<file path="src/hw/rv32_decode_pkg.sv">
package rv32_decode_pkg;

    ////////////////////////////////////////////////////////////////////////////
    // Instruction word layout
    ////////////////////////////////////////////////////////////////////////////

    localparam int XLEN       = 32;
    localparam int REG_ADDR_W = 5;

    localparam int OPCODE_LSB = 0;
    localparam int OPCODE_MSB = 6;
    localparam int RD_LSB     = 7;
    localparam int RD_MSB     = 11;
    localparam int FUNCT3_LSB = 12;
    localparam int FUNCT3_MSB = 14;
    localparam int RS1_LSB    = 15;
    localparam int RS1_MSB    = 19;
    localparam int RS2_LSB    = 20;
    localparam int RS2_MSB    = 24;
    localparam int FUNCT7_LSB = 25;
    localparam int FUNCT7_MSB = 31;

    typedef enum logic [6:0] {
        OPC_LOAD   = 7'b0000011,
        OPC_OP_IMM = 7'b0010011,
        OPC_AUIPC  = 7'b0010111,
        OPC_STORE  = 7'b0100011,
        OPC_OP     = 7'b0110011,
        OPC_LUI    = 7'b0110111,
        OPC_BRANCH = 7'b1100011,
        OPC_JALR   = 7'b1100111,
        OPC_JAL    = 7'b1101111,
        OPC_SYSTEM = 7'b1110011    // Only the CSR forms are kept
    } opcode_e;

    typedef enum logic [3:0] {
        CLS_LUI,
        CLS_AUIPC,
        CLS_JAL,
        CLS_JALR,
        CLS_BRANCH,
        CLS_LOAD,
        CLS_STORE,
        CLS_OP_IMM,
        CLS_OP,
        CLS_CSR,
        CLS_ILLEGAL
    } instr_class_e;

    ////////////////////////////////////////////////////////////////////////////
    // Control word fields
    ////////////////////////////////////////////////////////////////////////////

    typedef enum logic [2:0] {
        IMM_NONE,
        IMM_I,
        IMM_S,
        IMM_B,
        IMM_U,
        IMM_J,
        IMM_SHAMT,
        IMM_ZIMM
    } imm_fmt_e;

    // Same order as funct3 of the OP and OP-IMM groups
    typedef enum logic [2:0] {
        ALU_ADD_SUB,
        ALU_SLL,
        ALU_SLT,
        ALU_SLTU,
        ALU_XOR,
        ALU_SRL_SRA,
        ALU_OR,
        ALU_AND
    } alu_op_e;

    typedef enum logic [1:0] {
        SRC1_REG,
        SRC1_PC,
        SRC1_ZERO
    } alu_src1_e;

    typedef enum logic [1:0] {
        SRC2_REG,
        SRC2_IMM,
        SRC2_FOUR,
        SRC2_ZERO
    } alu_src2_e;

    typedef enum logic [1:0] {
        MEM_BYTE,    // Matches funct3[1:0] of loads and stores
        MEM_HALF,
        MEM_WORD
    } mem_width_e;

    typedef enum logic [1:0] {
        BR_NEVER,
        BR_ZERO,
        BR_NON_ZERO,
        BR_ALWAYS
    } branch_op_e;

    typedef enum logic {
        PC_SRC_IMM,
        PC_SRC_REG
    } branch_pc_src_e;

    typedef enum logic [1:0] {
        CSR_RW,
        CSR_RS,
        CSR_RC
    } csr_write_op_e;

endpackage
</file>
<file path="src/hw/rv32_decode_stage.sv">
module rv32_decode_stage (
    input  logic                             clk,
    input  logic                             rst_n,
    input  logic                             instr_valid,
    input  logic [rv32_decode_pkg::XLEN-1:0] instr,
    output logic                             out_valid,
    output logic                             legal,
    output logic                             rs1_read,
    output logic                             rs2_read,
    output rv32_decode_pkg::imm_fmt_e        imm_fmt,
    output rv32_decode_pkg::alu_op_e         alu_op,
    output logic                             alu_sub_sra,
    output rv32_decode_pkg::alu_src1_e       alu_src1,
    output rv32_decode_pkg::alu_src2_e       alu_src2,
    output logic                             mem_read,
    output logic                             mem_write,
    output rv32_decode_pkg::mem_width_e      mem_width,
    output logic                             mem_zero_extend,
    output logic                             csr_read,
    output logic                             csr_write,
    output rv32_decode_pkg::csr_write_op_e   csr_write_op,
    output rv32_decode_pkg::branch_op_e      branch_op,
    output rv32_decode_pkg::branch_pc_src_e  branch_pc_src,
    output logic                             rd_write
);
    import rv32_decode_pkg::*;

    instr_class_e   instr_class;
    logic [2:0]     funct3;
    logic           funct7_5;
    imm_fmt_e       dec_imm_fmt;
    alu_op_e        dec_alu_op;
    logic           dec_alu_sub_sra;
    alu_src1_e      dec_alu_src1;
    alu_src2_e      dec_alu_src2;
    logic           dec_mem_read;
    logic           dec_mem_write;
    mem_width_e     dec_mem_width;
    logic           dec_mem_zero_extend;
    branch_op_e     dec_branch_op;
    branch_pc_src_e dec_branch_pc_src;
    logic           dec_rs1_read;
    logic           dec_rs2_read;
    logic           dec_rd_write;
    logic           dec_csr_read;
    logic           dec_csr_write;
    csr_write_op_e  dec_csr_write_op;

    assign funct7_5 = instr[FUNCT7_LSB + 5];

    ////////////////////////////////////////////////////////////////////////////
    // Combinational decoders
    ////////////////////////////////////////////////////////////////////////////

    rv32_instr_classifier u_classifier (
        .instr       (instr),
        .instr_class (instr_class),
        .funct3      (funct3)
    );

    rv32_alu_ctrl u_alu_ctrl (
        .instr_class (instr_class),
        .funct3      (funct3),
        .funct7_5    (funct7_5),
        .imm_fmt     (dec_imm_fmt),
        .alu_op      (dec_alu_op),
        .alu_sub_sra (dec_alu_sub_sra),
        .alu_src1    (dec_alu_src1),
        .alu_src2    (dec_alu_src2)
    );

    rv32_mem_branch_ctrl u_mem_branch_ctrl (
        .instr_class     (instr_class),
        .funct3          (funct3),
        .mem_read        (dec_mem_read),
        .mem_write       (dec_mem_write),
        .mem_width       (dec_mem_width),
        .mem_zero_extend (dec_mem_zero_extend),
        .branch_op       (dec_branch_op),
        .branch_pc_src   (dec_branch_pc_src)
    );

    rv32_reg_csr_ctrl u_reg_csr_ctrl (
        .instr_class  (instr_class),
        .instr        (instr),
        .rs1_read     (dec_rs1_read),
        .rs2_read     (dec_rs2_read),
        .rd_write     (dec_rd_write),
        .csr_read     (dec_csr_read),
        .csr_write    (dec_csr_write),
        .csr_write_op (dec_csr_write_op)
    );

    ////////////////////////////////////////////////////////////////////////////
    // Control word register
    ////////////////////////////////////////////////////////////////////////////

    always_ff @(posedge clk) begin
        if (!rst_n) begin
            out_valid       <= 1'b0;
            legal           <= 1'b0;
            rs1_read        <= 1'b0;
            rs2_read        <= 1'b0;
            imm_fmt         <= IMM_NONE;
            alu_op          <= ALU_ADD_SUB;
            alu_sub_sra     <= 1'b0;
            alu_src1        <= SRC1_REG;
            alu_src2        <= SRC2_REG;
            mem_read        <= 1'b0;
            mem_write       <= 1'b0;
            mem_width       <= MEM_BYTE;
            mem_zero_extend <= 1'b0;
            csr_read        <= 1'b0;
            csr_write       <= 1'b0;
            csr_write_op    <= CSR_RW;
            branch_op       <= BR_NEVER;
            branch_pc_src   <= PC_SRC_IMM;
            rd_write        <= 1'b0;
        end else begin
            out_valid <= instr_valid;
            if (instr_valid) begin    // Fields hold between instructions
                legal           <= (instr_class != CLS_ILLEGAL);
                rs1_read        <= dec_rs1_read;
                rs2_read        <= dec_rs2_read;
                imm_fmt         <= dec_imm_fmt;
                alu_op          <= dec_alu_op;
                alu_sub_sra     <= dec_alu_sub_sra;
                alu_src1        <= dec_alu_src1;
                alu_src2        <= dec_alu_src2;
                mem_read        <= dec_mem_read;
                mem_write       <= dec_mem_write;
                mem_width       <= dec_mem_width;
                mem_zero_extend <= dec_mem_zero_extend;
                csr_read        <= dec_csr_read;
                csr_write       <= dec_csr_write;
                csr_write_op    <= dec_csr_write_op;
                branch_op       <= dec_branch_op;
                branch_pc_src   <= dec_branch_pc_src;
                rd_write        <= dec_rd_write;
            end
        end
    end

endmodule

</file>
<file path="src/hw/rv32_reg_csr_ctrl.sv">
module rv32_reg_csr_ctrl (
    input  rv32_decode_pkg::instr_class_e  instr_class,
    input  logic [rv32_decode_pkg::XLEN-1:0] instr,
    output logic                           rs1_read,
    output logic                           rs2_read,
    output logic                           rd_write,
    output logic                           csr_read,
    output logic                           csr_write,
    output rv32_decode_pkg::csr_write_op_e csr_write_op
);
    import rv32_decode_pkg::*;

    logic [REG_ADDR_W-1:0] rd;
    logic [REG_ADDR_W-1:0] rs1;    // Holds the uimm for the immediate CSR forms
    logic [2:0]            funct3;
    logic                  csr_swap;

    assign rd       = instr[RD_MSB:RD_LSB];
    assign rs1      = instr[RS1_MSB:RS1_LSB];
    assign funct3   = instr[FUNCT3_MSB:FUNCT3_LSB];
    assign csr_swap = (funct3[1:0] == 2'b01);

    always_comb begin
        rs1_read     = instr_class inside {CLS_JALR, CLS_BRANCH, CLS_LOAD, CLS_STORE,
                                           CLS_OP_IMM, CLS_OP};
        rs2_read     = instr_class inside {CLS_BRANCH, CLS_STORE, CLS_OP};
        rd_write     = instr_class inside {CLS_LUI, CLS_AUIPC, CLS_JAL, CLS_JALR,
                                           CLS_LOAD, CLS_OP_IMM, CLS_OP};
        csr_read     = 1'b0;
        csr_write    = 1'b0;
        csr_write_op = CSR_RW;

        if (instr_class == CLS_CSR) begin
            rs1_read = !funct3[2];
            // A swap with rd zero skips the read, a set or clear with rs1 zero skips the write
            csr_read  = csr_swap ? (|rd) : 1'b1;
            rd_write  = csr_read;
            csr_write = csr_swap ? 1'b1 : (|rs1);
            case (funct3[1:0])
                2'b10:   csr_write_op = CSR_RS;
                2'b11:   csr_write_op = CSR_RC;
                default: csr_write_op = CSR_RW;
            endcase
        end
    end

endmodule

</file>
<file path="src/hw/rv32_mem_branch_ctrl.sv">
module rv32_mem_branch_ctrl (
    input  rv32_decode_pkg::instr_class_e   instr_class,
    input  logic [2:0]                      funct3,
    output logic                            mem_read,
    output logic                            mem_write,
    output rv32_decode_pkg::mem_width_e     mem_width,
    output logic                            mem_zero_extend,
    output rv32_decode_pkg::branch_op_e     branch_op,
    output rv32_decode_pkg::branch_pc_src_e branch_pc_src
);
    import rv32_decode_pkg::*;

    always_comb begin
        mem_read        = 1'b0;
        mem_write       = 1'b0;
        mem_width       = MEM_BYTE;
        mem_zero_extend = 1'b0;
        branch_op       = BR_NEVER;
        branch_pc_src   = PC_SRC_IMM;

        case (instr_class)
            CLS_LOAD: begin
                mem_read        = 1'b1;
                mem_width       = mem_width_e'(funct3[1:0]);
                mem_zero_extend = funct3[2];    // LBU and LHU
            end
            CLS_STORE: begin
                mem_write = 1'b1;
                mem_width = mem_width_e'(funct3[1:0]);
            end
            CLS_BRANCH: begin
                // BNE, BLT and BLTU take the branch on a nonzero ALU result
                branch_op = (funct3[2] ^ funct3[0]) ? BR_NON_ZERO : BR_ZERO;
            end
            CLS_JAL: begin
                branch_op = BR_ALWAYS;
            end
            CLS_JALR: begin
                branch_op     = BR_ALWAYS;
                branch_pc_src = PC_SRC_REG;
            end
            default: begin
                branch_op = BR_NEVER;
            end
        endcase
    end

endmodule

</file>
<file path="src/hw/rv32_alu_ctrl.sv">
module rv32_alu_ctrl (
    input  rv32_decode_pkg::instr_class_e instr_class,
    input  logic [2:0]                    funct3,
    input  logic                          funct7_5,
    output rv32_decode_pkg::imm_fmt_e     imm_fmt,
    output rv32_decode_pkg::alu_op_e      alu_op,
    output logic                          alu_sub_sra,
    output rv32_decode_pkg::alu_src1_e    alu_src1,
    output rv32_decode_pkg::alu_src2_e    alu_src2
);
    import rv32_decode_pkg::*;

    logic is_slt;

    assign is_slt = (funct3[2:1] == 2'b01);    // SLT and SLTU compare by subtracting

    always_comb begin
        imm_fmt     = IMM_NONE;
        alu_op      = ALU_ADD_SUB;
        alu_sub_sra = 1'b0;
        alu_src1    = SRC1_REG;
        alu_src2    = SRC2_REG;

        case (instr_class)
            CLS_LUI: begin
                imm_fmt  = IMM_U;
                alu_src1 = SRC1_ZERO;
                alu_src2 = SRC2_IMM;
            end
            CLS_AUIPC: begin
                imm_fmt  = IMM_U;
                alu_src1 = SRC1_PC;
                alu_src2 = SRC2_IMM;
            end
            CLS_JAL, CLS_JALR: begin
                imm_fmt  = (instr_class == CLS_JAL) ? IMM_J : IMM_I;
                alu_src1 = SRC1_PC;    // The ALU forms the link address
                alu_src2 = SRC2_FOUR;
            end
            CLS_BRANCH: begin
                imm_fmt     = IMM_B;
                alu_sub_sra = 1'b1;
                case (funct3[2:1])
                    2'b10:   alu_op = ALU_SLT;
                    2'b11:   alu_op = ALU_SLTU;
                    default: alu_op = ALU_ADD_SUB;
                endcase
            end
            CLS_LOAD, CLS_STORE: begin
                imm_fmt  = (instr_class == CLS_LOAD) ? IMM_I : IMM_S;
                alu_src2 = SRC2_IMM;
            end
            CLS_OP_IMM: begin
                imm_fmt     = (funct3[1:0] == 2'b01) ? IMM_SHAMT : IMM_I;
                alu_op      = alu_op_e'(funct3);
                alu_sub_sra = (funct3 == 3'b101) ? funct7_5 : is_slt;
                alu_src2    = SRC2_IMM;
            end
            CLS_OP: begin
                alu_op      = alu_op_e'(funct3);
                alu_sub_sra = funct7_5 | is_slt;
            end
            CLS_CSR: begin
                // The write value passes through the adder unchanged
                imm_fmt  = funct3[2] ? IMM_ZIMM : IMM_NONE;
                alu_src1 = funct3[2] ? SRC1_ZERO : SRC1_REG;
                alu_src2 = funct3[2] ? SRC2_IMM : SRC2_ZERO;
            end
            default: begin
                imm_fmt = IMM_NONE;
            end
        endcase
    end

endmodule

</file>
<file path="src/hw/rv32_instr_classifier.sv">
module rv32_instr_classifier (
    input  logic [rv32_decode_pkg::XLEN-1:0] instr,
    output rv32_decode_pkg::instr_class_e    instr_class,
    output logic [2:0]                       funct3
);
    import rv32_decode_pkg::*;

    opcode_e    opcode;
    logic [6:0] funct7;
    logic       f7_zero;
    logic       f7_alt;

    assign opcode  = opcode_e'(instr[OPCODE_MSB:OPCODE_LSB]);
    assign funct3  = instr[FUNCT3_MSB:FUNCT3_LSB];
    assign funct7  = instr[FUNCT7_MSB:FUNCT7_LSB];
    assign f7_zero = (funct7 == 7'b0000000);
    assign f7_alt  = (funct7 == 7'b0100000);    // SUB, SRA and SRAI

    ////////////////////////////////////////////////////////////////////////////
    // Opcode and function field match
    ////////////////////////////////////////////////////////////////////////////

    always_comb begin
        instr_class = CLS_ILLEGAL;

        case (opcode)
            OPC_LUI: begin
                instr_class = CLS_LUI;
            end
            OPC_AUIPC: begin
                instr_class = CLS_AUIPC;
            end
            OPC_JAL: begin
                instr_class = CLS_JAL;
            end
            OPC_JALR: begin
                if (funct3 == 3'b000) begin
                    instr_class = CLS_JALR;
                end
            end
            OPC_BRANCH: begin
                if (funct3[2:1] != 2'b01) begin    // funct3 2 and 3 are unused
                    instr_class = CLS_BRANCH;
                end
            end
            OPC_LOAD: begin
                if (funct3 inside {3'b000, 3'b001, 3'b010, 3'b100, 3'b101}) begin
                    instr_class = CLS_LOAD;
                end
            end
            OPC_STORE: begin
                if (!funct3[2] && funct3[1:0] != 2'b11) begin
                    instr_class = CLS_STORE;
                end
            end
            OPC_OP_IMM: begin
                case (funct3)
                    3'b001: begin
                        if (f7_zero) begin
                            instr_class = CLS_OP_IMM;
                        end
                    end
                    3'b101: begin
                        if (f7_zero || f7_alt) begin
                            instr_class = CLS_OP_IMM;
                        end
                    end
                    default: begin
                        instr_class = CLS_OP_IMM;    // Upper bits are immediate
                    end
                endcase
            end
            OPC_OP: begin
                if (f7_zero || (f7_alt && (funct3 == 3'b000 || funct3 == 3'b101))) begin
                    instr_class = CLS_OP;
                end
            end
            OPC_SYSTEM: begin
                // funct3 0 holds ECALL, EBREAK, MRET and WFI, and 4 is reserved
                if (funct3[1:0] != 2'b00) begin
                    instr_class = CLS_CSR;
                end
            end
            default: begin
                instr_class = CLS_ILLEGAL;
            end
        endcase
    end

endmodule

</file>
<file path="config.mk">
export PLATFORM = sky130hd
export DESIGN_NAME = rv32_decode_stage
export DESIGN_NICKNAME = d
export VERILOG_FILES = /design/src/hw/rv32_decode_pkg.sv /design/src/hw/rv32_decode_stage.sv /design/src/hw/rv32_reg_csr_ctrl.sv /design/src/hw/rv32_mem_branch_ctrl.sv /design/src/hw/rv32_alu_ctrl.sv /design/src/hw/rv32_instr_classifier.sv
export SDC_FILE = /design/constraint.sdc
export NUM_CORES = 1
export LEC_CHECK = 0
export BUFFER_PORTS_ARGS = -buffer_cell sky130_fd_sc_hd__buf_2
export CAP_MARGIN = 20
export CORE_AREA = 10 10 75 70
export CTS_CLUSTER_DIAMETER = 150
export CTS_CLUSTER_SIZE = 12
export DETAILED_ROUTE_END_ITERATION = 10
export DIE_AREA = 0 0 85 80
export PLACE_DENSITY = 0.77
export SLEW_MARGIN = 20
export SYNTH_ARGS = -nofsm -noshare
export SYNTH_HDL_FRONTEND = slang
export SYNTH_SLANG_ARGS = --single-unit
</file>
<file path="constraint.sdc">
create_clock -name clk -period 3 [get_ports clk]
set_input_delay 0.6 -clock clk [delete_from_list [all_inputs] [get_ports clk]]
set_output_delay 0.6 -clock clk [all_outputs]
set_load 0.005 [all_outputs]
</file>
After elaboration in Yosys (flattened, before gate mapping)
Cells that the tools add are included.
{"block": "word_totals", "regBits": 28, "mem_bits_rw": 0, "mem_count": 0, "out_inout_bits": 28, "latchBits": 0, "romBits": 0, "word_cells": 114}
{"block": "classes", "n_lt_le_gt_ge": 0, "eq_ne": 33, "add_sub_neg": 0, "n_reduce_logical": 22, "muxes": 38, "div_mod_pow": 0, "shifts": 0, "bitwise": 2, "n_mul": 0}
{"operator": "$pmux W4 S10", "n": 1}
{"operator": "$eq A7 B6 Y1 const B", "n": 4}
{"operator": "$eq A7 B7 Y1 const B", "n": 4}
{"operator": "$mux W4", "n": 6}
{"operator": "$pmux W3 S6", "n": 1}
{"operator": "$eq A4 B3 Y1 const B", "n": 4}
{"operator": "$mux W2", "n": 8}
{"operator": "$reduce_or A5 Y1", "n": 3}
{"operator": "$eq A7 B5 Y1 const B", "n": 2}
{"operator": "$pmux W2 S2", "n": 3}
{"operator": "$pmux W2 S3", "n": 2}
{"operator": "$mux W1", "n": 11}
{"operator": "$mux W3", "n": 3}
{"operator": "$eq A2 B2 Y1 const B", "n": 4}
{"operator": "$eq A4 B2 Y1 const B", "n": 2}
{"operator": "$eq A4 B4 Y1 const B", "n": 2}
{"operator": "$pmux W4 S2", "n": 1}
{"operator": "$reduce_or A2 Y1", "n": 4}
{"operator": "$eq A7 B2 Y1 const B", "n": 1}
{"operator": "$logic_not A7 Y1", "n": 1}
{"operator": "$reduce_bool A7 Y1", "n": 1}
{"operator": "$eq A3 B3 Y1 const B", "n": 2}
{"operator": "$pmux W3 S2", "n": 1}
{"operator": "$reduce_bool A6 Y1", "n": 1}
{"operator": "other kinds (19)", "n": 23}

Logic depth before layout (Yosys ltp)
Gate-level depths: netlist of run 1.
{"block": "logic_depth", "word_depth": 9, "ltp_mapped": 9}

Cells and area by module
Synthesis of run 1 repeated with hierarchy kept, for this count alone.
{"block": "hier_totals", "hier_cells": 227, "hier_area_um2": 1971.9}
{"mod": "rv32_decode_stage", "n_inst": 1, "cells_each": 89, "area_per_inst_um2": 1066.0}
{"mod": "rv32_instr_classifier", "n_inst": 1, "cells_each": 56, "area_per_inst_um2": 369.1}
{"mod": "rv32_alu_ctrl", "n_inst": 1, "cells_each": 46, "area_per_inst_um2": 290.3}
{"mod": "rv32_reg_csr_ctrl", "n_inst": 1, "cells_each": 22, "area_per_inst_um2": 135.1}
{"mod": "rv32_mem_branch_ctrl", "n_inst": 1, "cells_each": 14, "area_per_inst_um2": 111.4}

Worst setup path after synthesis of run 1
OpenSTA, ideal clock, no wires.
{"block": "synth_timing", "kind": "input port to flip-flop", "startpoint": "input instr[26] in the netlist's numbering", "endpoint": "register rd_write", "path_slack_ps": 646, "stages": 6, "arrival_ps": 2226, "n_path_buf": 0, "setup_ps": 128, "path_cell_list": "or4_4 -> o41ai_4 -> and2b_2 -> nor2_1 -> a2111oi_2 -> a31oi_1"}
{"block": "synth_via", "elab_chain_cells": 8, "word_cells_on_any_way": 20, "classes_between": "8 x eq/ne; 6 x mux; 6 x reduce/logical"}
{"item": "from (decl)", "line": "rv32_decode_stage.sv:5", "text": "input logic [rv32_decode_pkg::XLEN-1:0] instr,"}
{"item": "$eq A7 B6 Y1 or $logic_not A7 Y1 (tied branches)", "line": "rv32_instr_classifier.sv:17, rv32_instr_classifier.sv:16"}
{"item": "$logic_or A1 B1 Y1 or $logic_and A1 B1 Y1 (tied branches)", "line": "rv32_instr_classifier.sv:64, rv32_instr_classifier.sv:74"}
{"item": "$mux W4 or $logic_or A1 B1 Y1 (tied branches)", "line": "rv32_instr_classifier.sv:64, rv32_instr_classifier.sv:74"}
{"item": "$pmux W4 S2 or $mux W2 (tied branches)", "line": "rv32_instr_classifier.sv:57, rv32_instr_classifier.sv:74"}
{"item": "$pmux W4 S10 *", "line": "rv32_instr_classifier.sv:26", "text": "case (opcode)"}
{"item": "$eq A4 B1 Y1, or another cell as far along", "line": "rv32_reg_csr_ctrl.sv:27", "text": "rd_write = instr_class inside {CLS_LUI, CLS_AUIPC, CLS_JAL, CLS_JALR,"}
{"item": "$reduce_bool A7 Y1", "line": "rv32_reg_csr_ctrl.sv:27"}
{"item": "$mux W1 *", "line": "rv32_reg_csr_ctrl.sv:33", "text": "if (instr_class == CLS_CSR) begin"}
{"item": "to (signal assigned)", "line": "rv32_decode_stage.sv:139", "text": "rd_write <= dec_rd_write;"}
{"item": "to (decl)", "line": "rv32_decode_stage.sv:24", "text": "output logic rd_write"}
Every way passes the cells marked *; elsewhere a longest branch is shown, timed or not.
A chain may end at the register's enable or synchronous reset.

Final worst setup path of run 1
Same ends and word-level chain as after synthesis.

==> results.py, run 1 <==
metrics = {
    "outcome": {
        "status": "completed",
    },
    "yosys": {
        "synthCells": 218,
        "synth.distinct_cells": 57,
        "yosysMostFrequentCell": "dfxtp_1",
        "netlist.area_leader.share_pct": 32.02,
        "synth_commonest_cells": "dfxtp_1, nand2_1, o21ai_0, nor2_1, clkbuf_1",
        "yosysSeqAreaShare_pct": 32.02,
        "synth_async_sr_flop_share_pct": 0,
        "synth_seq_cells": 28,
        "yosys-top-cells-area": "dfxtp_1, nand2_1, o21ai_0",
        "syn_nets": 253,
        "synth_top_cell_by_area": "dfxtp_1",
        "synth_ff_type": "dfxtp_1",
        "synth.avg_cell_area_um2": 8.029,
        "synth_edf_count": 0,
        "synth_warnings": 0,
        "syn_area_um2": 1750,
    },
    "clocking": {
        "clockBufferDepth": 2,
        "clock_sinks": 28,
        "ctsHoldBuffers": 0,
        "cts_buffers": 3,
        "h-tree-depth": 1,
        "worstSkewPairLatency_ns": 0.27,
        "cts.reportedPaths.clkPinSlew_ns": 0.09,
        "ctsRootBufferMaster": "clkbuf_8",
        "cts.repair.resized": 0,
        "cts_setup_buffers": 0,
        "cts_tree": "yes",
    },
    "die": {
        "fp.dieW_um": 85,
        "io_pins": 63,
        "die_h_um": 80,
        "start_util_pct": 47.25,
        "dieArea_um2": 6800,
        "core_um2": 3705,
        "std_cell_rows": 21,
    },
    "global_routing": {
        "grt.overflow.total": 0,
        "grt_max_degree": 35,
        "grt_pass1_wl_um": 8411,
        "grt_antenna_before_repair": 0,
        "track_usage_pct": 14.55,
        "grt_pass1_vias": 1744,
    },
    "min_path": {
        "min_path_type": "reg -> reg",
    },
    "sta": {
        "tns_ns": 0,
        "rsz0062_at_grt": "false",
        "setup_viol": 0,
        "maxSlewHeadroom_pct": 62.43,
        "timing.final.crit_share_pct": 77.78,
        "skew_ns": 0,
        "hold_viol_final": 0,
        "worstMarginPinSlew_ns": 0.5621,
        "clock.fmax_mhz": 428.5,
        "period_minus_slack_ns": 2.334,
        "slew_viol_final": 0,
    },
    "setup_path": {
        "crit_type": "in -> reg",
        "cp_top_family": "simple AND/OR/NAND/NOR gates",
        "path_cells": "buf_2, or4_4, o41ai_4, and2b_2, nor2_1, a2111oi_2, a31oi_1",
        "startpoint_type": "input pin",
        "arrival_ns": 2.49,
        "cp.required_ns": 3.16,
        "cp_slowest_stage_delay_ns": 0.54,
        "crit_slowest_cell": "or4_4",
        "worst-path-buf-inv": 1,
        "cp-end-kind": "flop",
        "critPathMaxFanout": 5,
    },
    "drt": {
        "drcViolationCount": 0,
        "drt-initial-drc-count": 204,
        "drt-vias-per-instance": 5.865,
        "wl_um": 5123,
        "vias": 1830,
        "ant_nets": 0,
        "drt_first_pass_iters": 4,
        "routedWlPerCell_um": 16.42,
    },
    "job": {
        "cap_violations": 0,
    },
    "power_and_ir_drop": {
        "p_comb_share_pct": 18.9,
        "cellPowerDensity_nw_per_um2": 340.0,
        "switching_power_uw": 190.7,
        "power.internal_uw": 525.6,
        "vdd_drop_max_mv": 0.3155,
        "p_seq_share_pct": 53.6,
        "p_clk_share_pct": 27.6,
        "power_uw": 716.3,
        "power_leakage_uw": 0.0008240,
        "swShare_pct": 26.63,
    },
    "placement": {
        "port-buffer-count": 57,
        "place_congestion": 0.9187,
        "hpwl_um": 3877,
        "post_dp_cell_area_um2": 2066,
        "placed_cells": 309,
    },
    "finish": {
        "fin_cells": 312,
        "seq_area_um2": 560.5,
        "drive_gt1_share_pct": 30.45,
        "fillers": 371,
        "syn2layout_area_growth_pct": 20.37,
        "final_area_um2": 2107,
        "layout.nets": 303,
        "multi_input_comb_area_um2": 1102,
        "utilization_pct": 56.87,
        "antenna_cells": 0,
    },
}
-- power groups by stage --
stage | logic (uW) | clock network, uW | registers (uW)
6_report | 135 | 197 | 384
3_3_place_gp | 132 | 0 | 392
2_1_floorplan | 82.8 | 0 | 394
4_1_cts | 135 | 201 | 384
5_1_grt | 150 | 216 | 385
3_5_place_dp | 134 | 0 | 393
-- routing by layer --
layer  GRT usage (%)  wire length [um]  vias to the layer above
met2           24.85              2516                       61
met1           17.04              2107                      857
li1                -                 -                      908
met5               0                 0                        -
met4           3.125                36                        0
met3           5.204               462                        4
-- worst min-delay path: cells and delay by family, from the launching register on --
kind	cells	cell delay (ns)
AOI/OAI and AO/OA	1	0.05
DFF	1	0.32
and+or+nand+nor	1	0.05
-- logic make-up after synthesis --
group,count (synthesis),share of synthesized area (%)
AO/OA/AOI/OAI,68,28.74
XOR/XNOR,2,1.001
buffers and inverters,22,5.003
flip-flops,28,32.02
multiplexers,4,2.287
AND/OR/NAND/NOR,94,30.95
-- cells in the final DEF (no fill, tap or decap), drive strengths merged, types with 2 or more instances in the layout --
cell type and instances:
buf 63, dfxtp 28, nand2 21, o21ai 19, nor2 13, nor3 12
nand3 11, a31oi 10, nor2b 9, a21oi 7, a21boi 6, o211ai 6
nand2b 5, mux2i 4, or4 4, a2111oi 4, and2 3, clkbuf 3
inv 3, o311ai 3, and3b 2, nand4b 2, or2 2, o22ai 2
and4 2, nor4 2
-- final timing paths --
kind	to	from	slack, ns	depth (start not counted)
hold / removal	imm_fmt[1]$_SDFFE_PN0P_	imm_fmt[1]$_SDFFE_PN0P_	0.45	2
setup / recovery	rd_write$_SDFFE_PN0P_	instr[26]	0.67	7
setup reg to reg	rs1_read$_SDFFE_PN0P_	rs1_read$_SDFFE_PN0P_	2.04	2
hold reg to reg	imm_fmt[1]$_SDFFE_PN0P_	imm_fmt[1]$_SDFFE_PN0P_	0.45	2
-- registers in the layout, indices dropped and copies added (netlist names), 2 cells and up --
name and flops:
alu_op 3, imm_fmt 3, alu_src1 2, alu_src2 2, branch_op 2, csr_write_op 2
mem_width 2
-- stage by stage --
stage / setup WS (ns) / hold slack (ns)
after detailed placement: 0.3792 / 0.4449
after global routing: 0.4304 / 0.4945
final: 0.6665 / 0.4512
after global placement: 0.3909 / 0.4399
after CTS: 0.6645 / 0.4568
after floorplan: 0.6462 / 0.4460
-- layout make-up --
class / instances / area share, %
Tap cell: 46 / 2.732
Inverter: 4 / 0.7126
Multi-Input combinational cell: 168 / 52.32
Sequential cell: 28 / 26.60
Timing Repair Buffer: 63 / 15.68
Clock buffer: 3 / 1.960
No activity file was read; power rests on OpenSTA's default activity.
==> run 2, diff against run 1 <==
==> constraint.sdc (replaced) <==
create_clock -name clk -period 2.3 [get_ports clk]
set_input_delay 0.46 -clock clk [delete_from_list [all_inputs] [get_ports clk]]
set_output_delay 0.46 -clock clk [all_outputs]
set_load 0.005 [all_outputs]
==> run 2 against run 1 <==
Net effect:
- sequential power rose by 30%
- design area increased by 9.6%
- sequential share of layout area down 2.3 points
- die area stayed put
- utilization grew 5.5 points
- first-iteration DRC count down 13%
- clock power is 98% higher
- hold slack gained 0.015 ns
- clock-buffer cell count is the same
- final cell count up 7.7%
==> results.py, run 2 (synthesis gave the netlist of run 1 again) <==
metrics = {
    "outcome": {
        "status": "completed",
    },
    "drt": {
        "drt-initial-drc-count": 178,
        "ant_nets": 0,
        "drcViolationCount": 0,
        "drt_first_pass_iters": 4,
        "vias": 1911,
        "routedWlPerCell_um": 16.21,
        "drt-vias-per-instance": 5.688,
        "wl_um": 5446,
    },
    "sta": {
        "skew_ns": 0,
        "clock.fmax_mhz": 468.9,
        "tns_ns": 0,
        "rsz0062_at_grt": "false",
        "hold_viol_final": 0,
        "period_minus_slack_ns": 2.133,
        "setup_viol": 0,
        "maxSlewHeadroom_pct": 58.65,
        "slew_viol_final": 0,
        "layout_setup_ws_ns": 0.1674,
        "timing.final.crit_share_pct": 92.72,
        "worstMarginPinSlew_ns": 0.6155,
    },
    "die": {
        "dieArea_um2": 6800,
        "start_util_pct": 47.25,
        "core_um2": 3705,
        "io_pins": 63,
        "std_cell_rows": 21,
        "die_h_um": 80,
        "fp.dieW_um": 85,
    },
    "clocking": {
        "cts_tree": "yes",
        "cts.repair.resized": 0,
        "cts_setup_buffers": 0,
        "clock_sinks": 28,
        "clockBufferDepth": 2,
        "ctsRootBufferMaster": "clkbuf_8",
        "worstSkewPairLatency_ns": 0.27,
        "cts_buffers": 3,
        "h-tree-depth": 1,
        "ctsHoldBuffers": 0,
        "cts.reportedPaths.clkPinSlew_ns": 0.10,
    },
    "setup_path": {
        "path_cells": "buf_2, or4_4, o41ai_4, o311ai_2, nor3_4, nand3b_2, o211ai_1",
        "r2r_end": "rs1_read$_SDFFE_PN0P_",
        "critPathMaxFanout": 6,
        "r2r_slack_ns": 1.33,
        "worstRegToRegCells": 2,
        "cp.required_ns": 2.51,
        "cp_slowest_stage_delay_ns": 0.54,
        "crit_slowest_cell": "or4_4",
        "cp_top_family": "simple AND/OR/NAND/NOR gates",
        "startpoint_type": "input pin",
        "rr_startpoint": "rs1_read$_SDFFE_PN0P_",
        "crit_type": "in -> reg",
        "cp-end-kind": "flop",
        "worst-path-buf-inv": 1,
        "arrival_ns": 2.34,
    },
    "placement": {
        "port-buffer-count": 57,
        "post_dp_cell_area_um2": 2238,
        "place_congestion": 0.9523,
        "hpwl_um": 4196,
        "dp_slack_ns": -0.1353,
    },
    "finish": {
        "syn2layout_area_growth_pct": 31.95,
        "fillers": 357,
        "drive_gt1_share_pct": 36.21,
        "utilization_pct": 62.34,
        "seq_area_um2": 560.5,
        "layout_commonest_cell": "buf_2",
        "top_regs": "alu_op (3), imm_fmt (3)",
        "layout.nets": 326,
        "multi_input_comb_area_um2": 1102,
        "layout_common_cells": "buf_2, buf_4, dfxtp_1",
        "final_area_um2": 2310,
        "antenna_cells": 0,
    },
    "min_path": {
        "hold_end": "imm_fmt[1]$_SDFFE_PN0P_",
        "min_path_type": "reg -> reg",
        "hold_start": "imm_fmt[1]$_SDFFE_PN0P_",
        "holdPathStages": 2,
    },
    "power_and_ir_drop": {
        "vdd_drop_max_mv": 0.3690,
        "cellPowerDensity_nw_per_um2": 472.9,
        "power_leakage_uw": 0.0009501,
    },
    "global_routing": {
        "grt_max_degree": 26,
        "grt_use_met1_pct": 18.78,
        "met3_usage_pct": 5.102,
        "busiest_layer": "met2",
        "grt.overflow.total": 0,
        "grt_antenna_before_repair": 0,
        "grt_pass1_vias": 1930,
        "track_usage_pct": 15.76,
        "grt_use_met2_pct": 25.90,
        "grt_pass1_wl_um": 9066,
    },
    "job": {
        "cap_violations": 0,
    },
}
## run 2: changes by cell type in the layout (fill, tap and decap cells not counted), sizes merged
cell,change
bufinv,+1
buf,+23
## run 2: cell type report
cell class,count,area share (%)
clock buffer,3,1.788
clock inverter,1,1.300
inverter,4,0.6501
multi-input combinational,168,47.72
sequential,28,24.27
tap,46,2.492
timing repair buffer,86,21.78
## run 2: worst reg2reg max path: cells and delay by family, from the launching register on
family,cells,cell delay [ns]
AO/OA/AOI/OAI,2,0.52
flip-flops,1,0.33
## run 2: report_power, final
| group | internal [uW] | switching (uW) | total [uW] |
|---|---|---|---|
| Combinational | 90.1 | 110 | 200 |
| Clock | 233 | 158 | 391 |
| Sequential | 496 | 4.90 | 501 |
| Total | 819 | 273 | 1090 |
## run 2: worst max path at each step
stage	startpoint	end	slack (ns)	depth (start not counted)
6_report	instr[26]	imm_fmt[0]$_SDFFE_PN0P_	0.17	7
5_1_grt	instr[26]	imm_fmt[0]$_SDFFE_PN0P_	0.04	7
4_1_cts	instr[26]	imm_fmt[0]$_SDFFE_PN0P_	0.16	7
3_5_place_dp	instr[26]	imm_fmt[0]$_SDFFE_PN0P_	-0.14	7
3_3_place_gp	instr[26]	rd_write$_SDFFE_PN0P_	-0.08	7
2_1_floorplan	instr[26]	rd_write$_SDFFE_PN0P_	0.09	6
## run 2: through the flow
stage	power, uW	hold slack, ns	std cells
after global routing	1134	0.4909	336
after CTS	1094	0.4753	336
after detailed placement	709.7	0.4612	332
after floorplan	621.6	0.4460	218
after global placement	707.4	0.4354	332
final	1092	0.4666	336
## run 2: metal layers
metal / wire length, um / up-vias
met5: 0 / -
met4: 95 / 0
met3: 425 / 13
met2: 2618 / 68
met1: 2307 / 871
li1: - / 959
==> run 3, diff against run 2 <==
--- a/config.mk
+++ b/config.mk
@@ -7,12 +7,11 @@
 export LEC_CHECK = 0
 export BUFFER_PORTS_ARGS = -buffer_cell sky130_fd_sc_hd__buf_2
 export CAP_MARGIN = 20
-export CORE_AREA = 10 10 75 70
+export CORE_AREA = 10 10 82 77
 export CTS_CLUSTER_DIAMETER = 150
 export CTS_CLUSTER_SIZE = 12
 export DETAILED_ROUTE_END_ITERATION = 10
-export DIE_AREA = 0 0 85 80
-export PLACE_DENSITY = 0.77
+export DIE_AREA = 0 0 92 87
 export SLEW_MARGIN = 20
 export SYNTH_ARGS = -nofsm -noshare
 export SYNTH_HDL_FRONTEND = slang
==> run 3 against run 2 <==
Net effect:
- routed wire length is 1.8% lower
- power is 8.5% lower
- critical path type unchanged
- worst setup slack worse by 0.079 ns
- sequential share of layout area is 0.052 points lower
- critical path depth is 1 higher
- clock-buffer cell count is 1 higher
- final cell count is 5.1% higher
- non-clock buffer count is 2 lower
- global-route usage is 2.8 points lower
- clock skew stayed put
- via count is 2.5% lower
- fmax is 3.6% lower
==> results.py, run 3 (synthesis gave the netlist of run 1 again) <==
metrics = {
    "die": {
        "io_pins": 63,
        "start_util_pct": 37.37,
        "std_cell_rows": 24,
        "core_um2": 4684,
        "die_h_um": 87,
        "fp.dieW_um": 92,
        "dieArea_um2": 8004,
    },
    "clocking": {
        "clockBufferDepth": 2,
        "ctsRootBufferMaster": "clkbuf_8",
        "cts_buffers": 3,
        "cts_tree": "yes",
        "cts.repair.resized": 0,
        "clock_sinks": 28,
        "worstSkewPairLatency_ns": 0.27,
        "h-tree-depth": 1,
        "cts.reportedPaths.clkPinSlew_ns": 0.09,
    },
    "finish": {
        "multi_input_comb_area_um2": 1102,
        "top_regs": "alu_op (3), imm_fmt (3)",
        "final_area_um2": 2315,
        "layout_common_cells": "buf_2, dfxtp_1, buf_4",
        "seq_area_um2": 560.5,
        "layout_commonest_cell": "buf_2",
        "drive_gt1_share_pct": 35.76,
        "layout.nets": 324,
        "fin_cells": 353,
        "fillers": 496,
        "syn2layout_area_growth_pct": 32.24,
        "antenna_cells": 0,
    },
    "global_routing": {
        "grt_pass1_wl_um": 8687,
        "grt_max_degree": 26,
        "grt_antenna_before_repair": 0,
        "grt_pass1_vias": 1809,
        "grt.overflow.total": 0,
        "track_usage_pct": 12.94,
    },
    "placement": {
        "port-buffer-count": 57,
        "dp_slack_ns": -0.1766,
        "post_dp_cell_area_um2": 2245,
        "placed_cells": 347,
        "place_congestion": 0.8933,
        "hpwl_um": 4212,
    },
    "sta": {
        "hold_viol_final": 0,
        "period_minus_slack_ns": 2.212,
        "layout_setup_ws_ns": 0.08827,
        "worstMarginPinSlew_ns": 0.6046,
        "maxSlewHeadroom_pct": 59.59,
        "tns_ns": 0,
        "slew_viol_final": 0,
        "clock.fmax_mhz": 452.1,
        "skew_ns": 0,
        "setup_viol": 0,
        "timing.final.crit_share_pct": 96.16,
    },
    "setup_path": {
        "crit_type": "in -> reg",
        "startpoint_type": "input pin",
        "r2r_slack_ns": 1.30,
        "cp.required_ns": 2.51,
        "critPathMaxFanout": 7,
        "cp-end-kind": "flop",
        "arrival_ns": 2.42,
    },
    "drt": {
        "drt-vias-per-instance": 5.278,
        "drt-initial-drc-count": 83,
        "routedWlPerCell_um": 15.15,
        "ant_nets": 0,
        "wl_um": 5348,
        "drcViolationCount": 0,
        "drt_first_pass_iters": 4,
        "vias": 1863,
    },
    "min_path": {
        "min_path_type": "reg -> reg",
    },
    "power_and_ir_drop": {
        "cellPowerDensity_nw_per_um2": 431.6,
        "vdd_drop_max_mv": 0.1999,
        "power_leakage_uw": 0.0009377,
    },
    "outcome": {
        "status": "completed",
    },
    "job": {
        "cap_violations": 0,
    },
}
run 3: cell count changes in the layout (fill, tap and decap cells not counted):
cell       previous run  this run
buf_12                0         1
buf_4                29        26
bufinv_16             1         0
clkbuf_8              3         4
run 3: final timing paths:
path                                               from                       to  cells after the start
worst min register to register  imm_fmt[1]$_SDFFE_PN0P_  imm_fmt[1]$_SDFFE_PN0P_                      2
worst max register to register    rs1_read$_SDFFE_PN0P_    rs1_read$_SDFFE_PN0P_                      2
worst max-delay path                          instr[26]    rd_write$_SDFFE_PN0P_                      8
worst min-delay path            imm_fmt[1]$_SDFFE_PN0P_  imm_fmt[1]$_SDFFE_PN0P_                      2
run 3: metal layers:
layer	track usage, %	vias up	part of all wire [%]
met2	20.90	55	48
met3	3.707	8	6.7
met4	4.342	0	1.2
met1	16.15	845	44
met5	0	-	0
li1	-	955	-
run 3: power breakdown:
group          total [uW]  switching (uW)  internal, uW
Clock                 299             146           153
Sequential            501            4.75           496
Combinational         199             108          90.4
run 3: final cells by class:
cell class	count	area share [%]
clock buffers	4	2.378
inverters	4	0.6486
multi-input cells	168	47.62
flip-flops and latches	28	24.22
well taps	65	3.514
repair buffers	84	21.62
run 3: timing repair:
| item | 4_1_cts | 5_1_grt |
|---|---|---|
| endpoints found under the setup margin | 0 | 2 |
| hold buffers | 0 | 0 |
| setup buffers | 0 | 2 |
run 3: worst max-delay path: stages:
cell       delay, ns
buf_2           0.10
or4_4           0.54
o41ai_4         0.40
o311ai_2        0.16
nor3_4          0.36
buf_4           0.18
a2111oi_2       0.06
a31oi_1         0.16
run 3: metrics by stage:
step | hold slack [ns] | power (uW) | utilization [%]
CTS | 0.4524 | 1011 | 49.09
finish | 0.4479 | 999.1 | 49.41
global route | 0.4967 | 1050 | 49.41
global placement | 0.4364 | 707.1 | 47.92
floorplan | 0.4460 | 621.6 | -
detailed placement | 0.4397 | 708.8 | 47.92
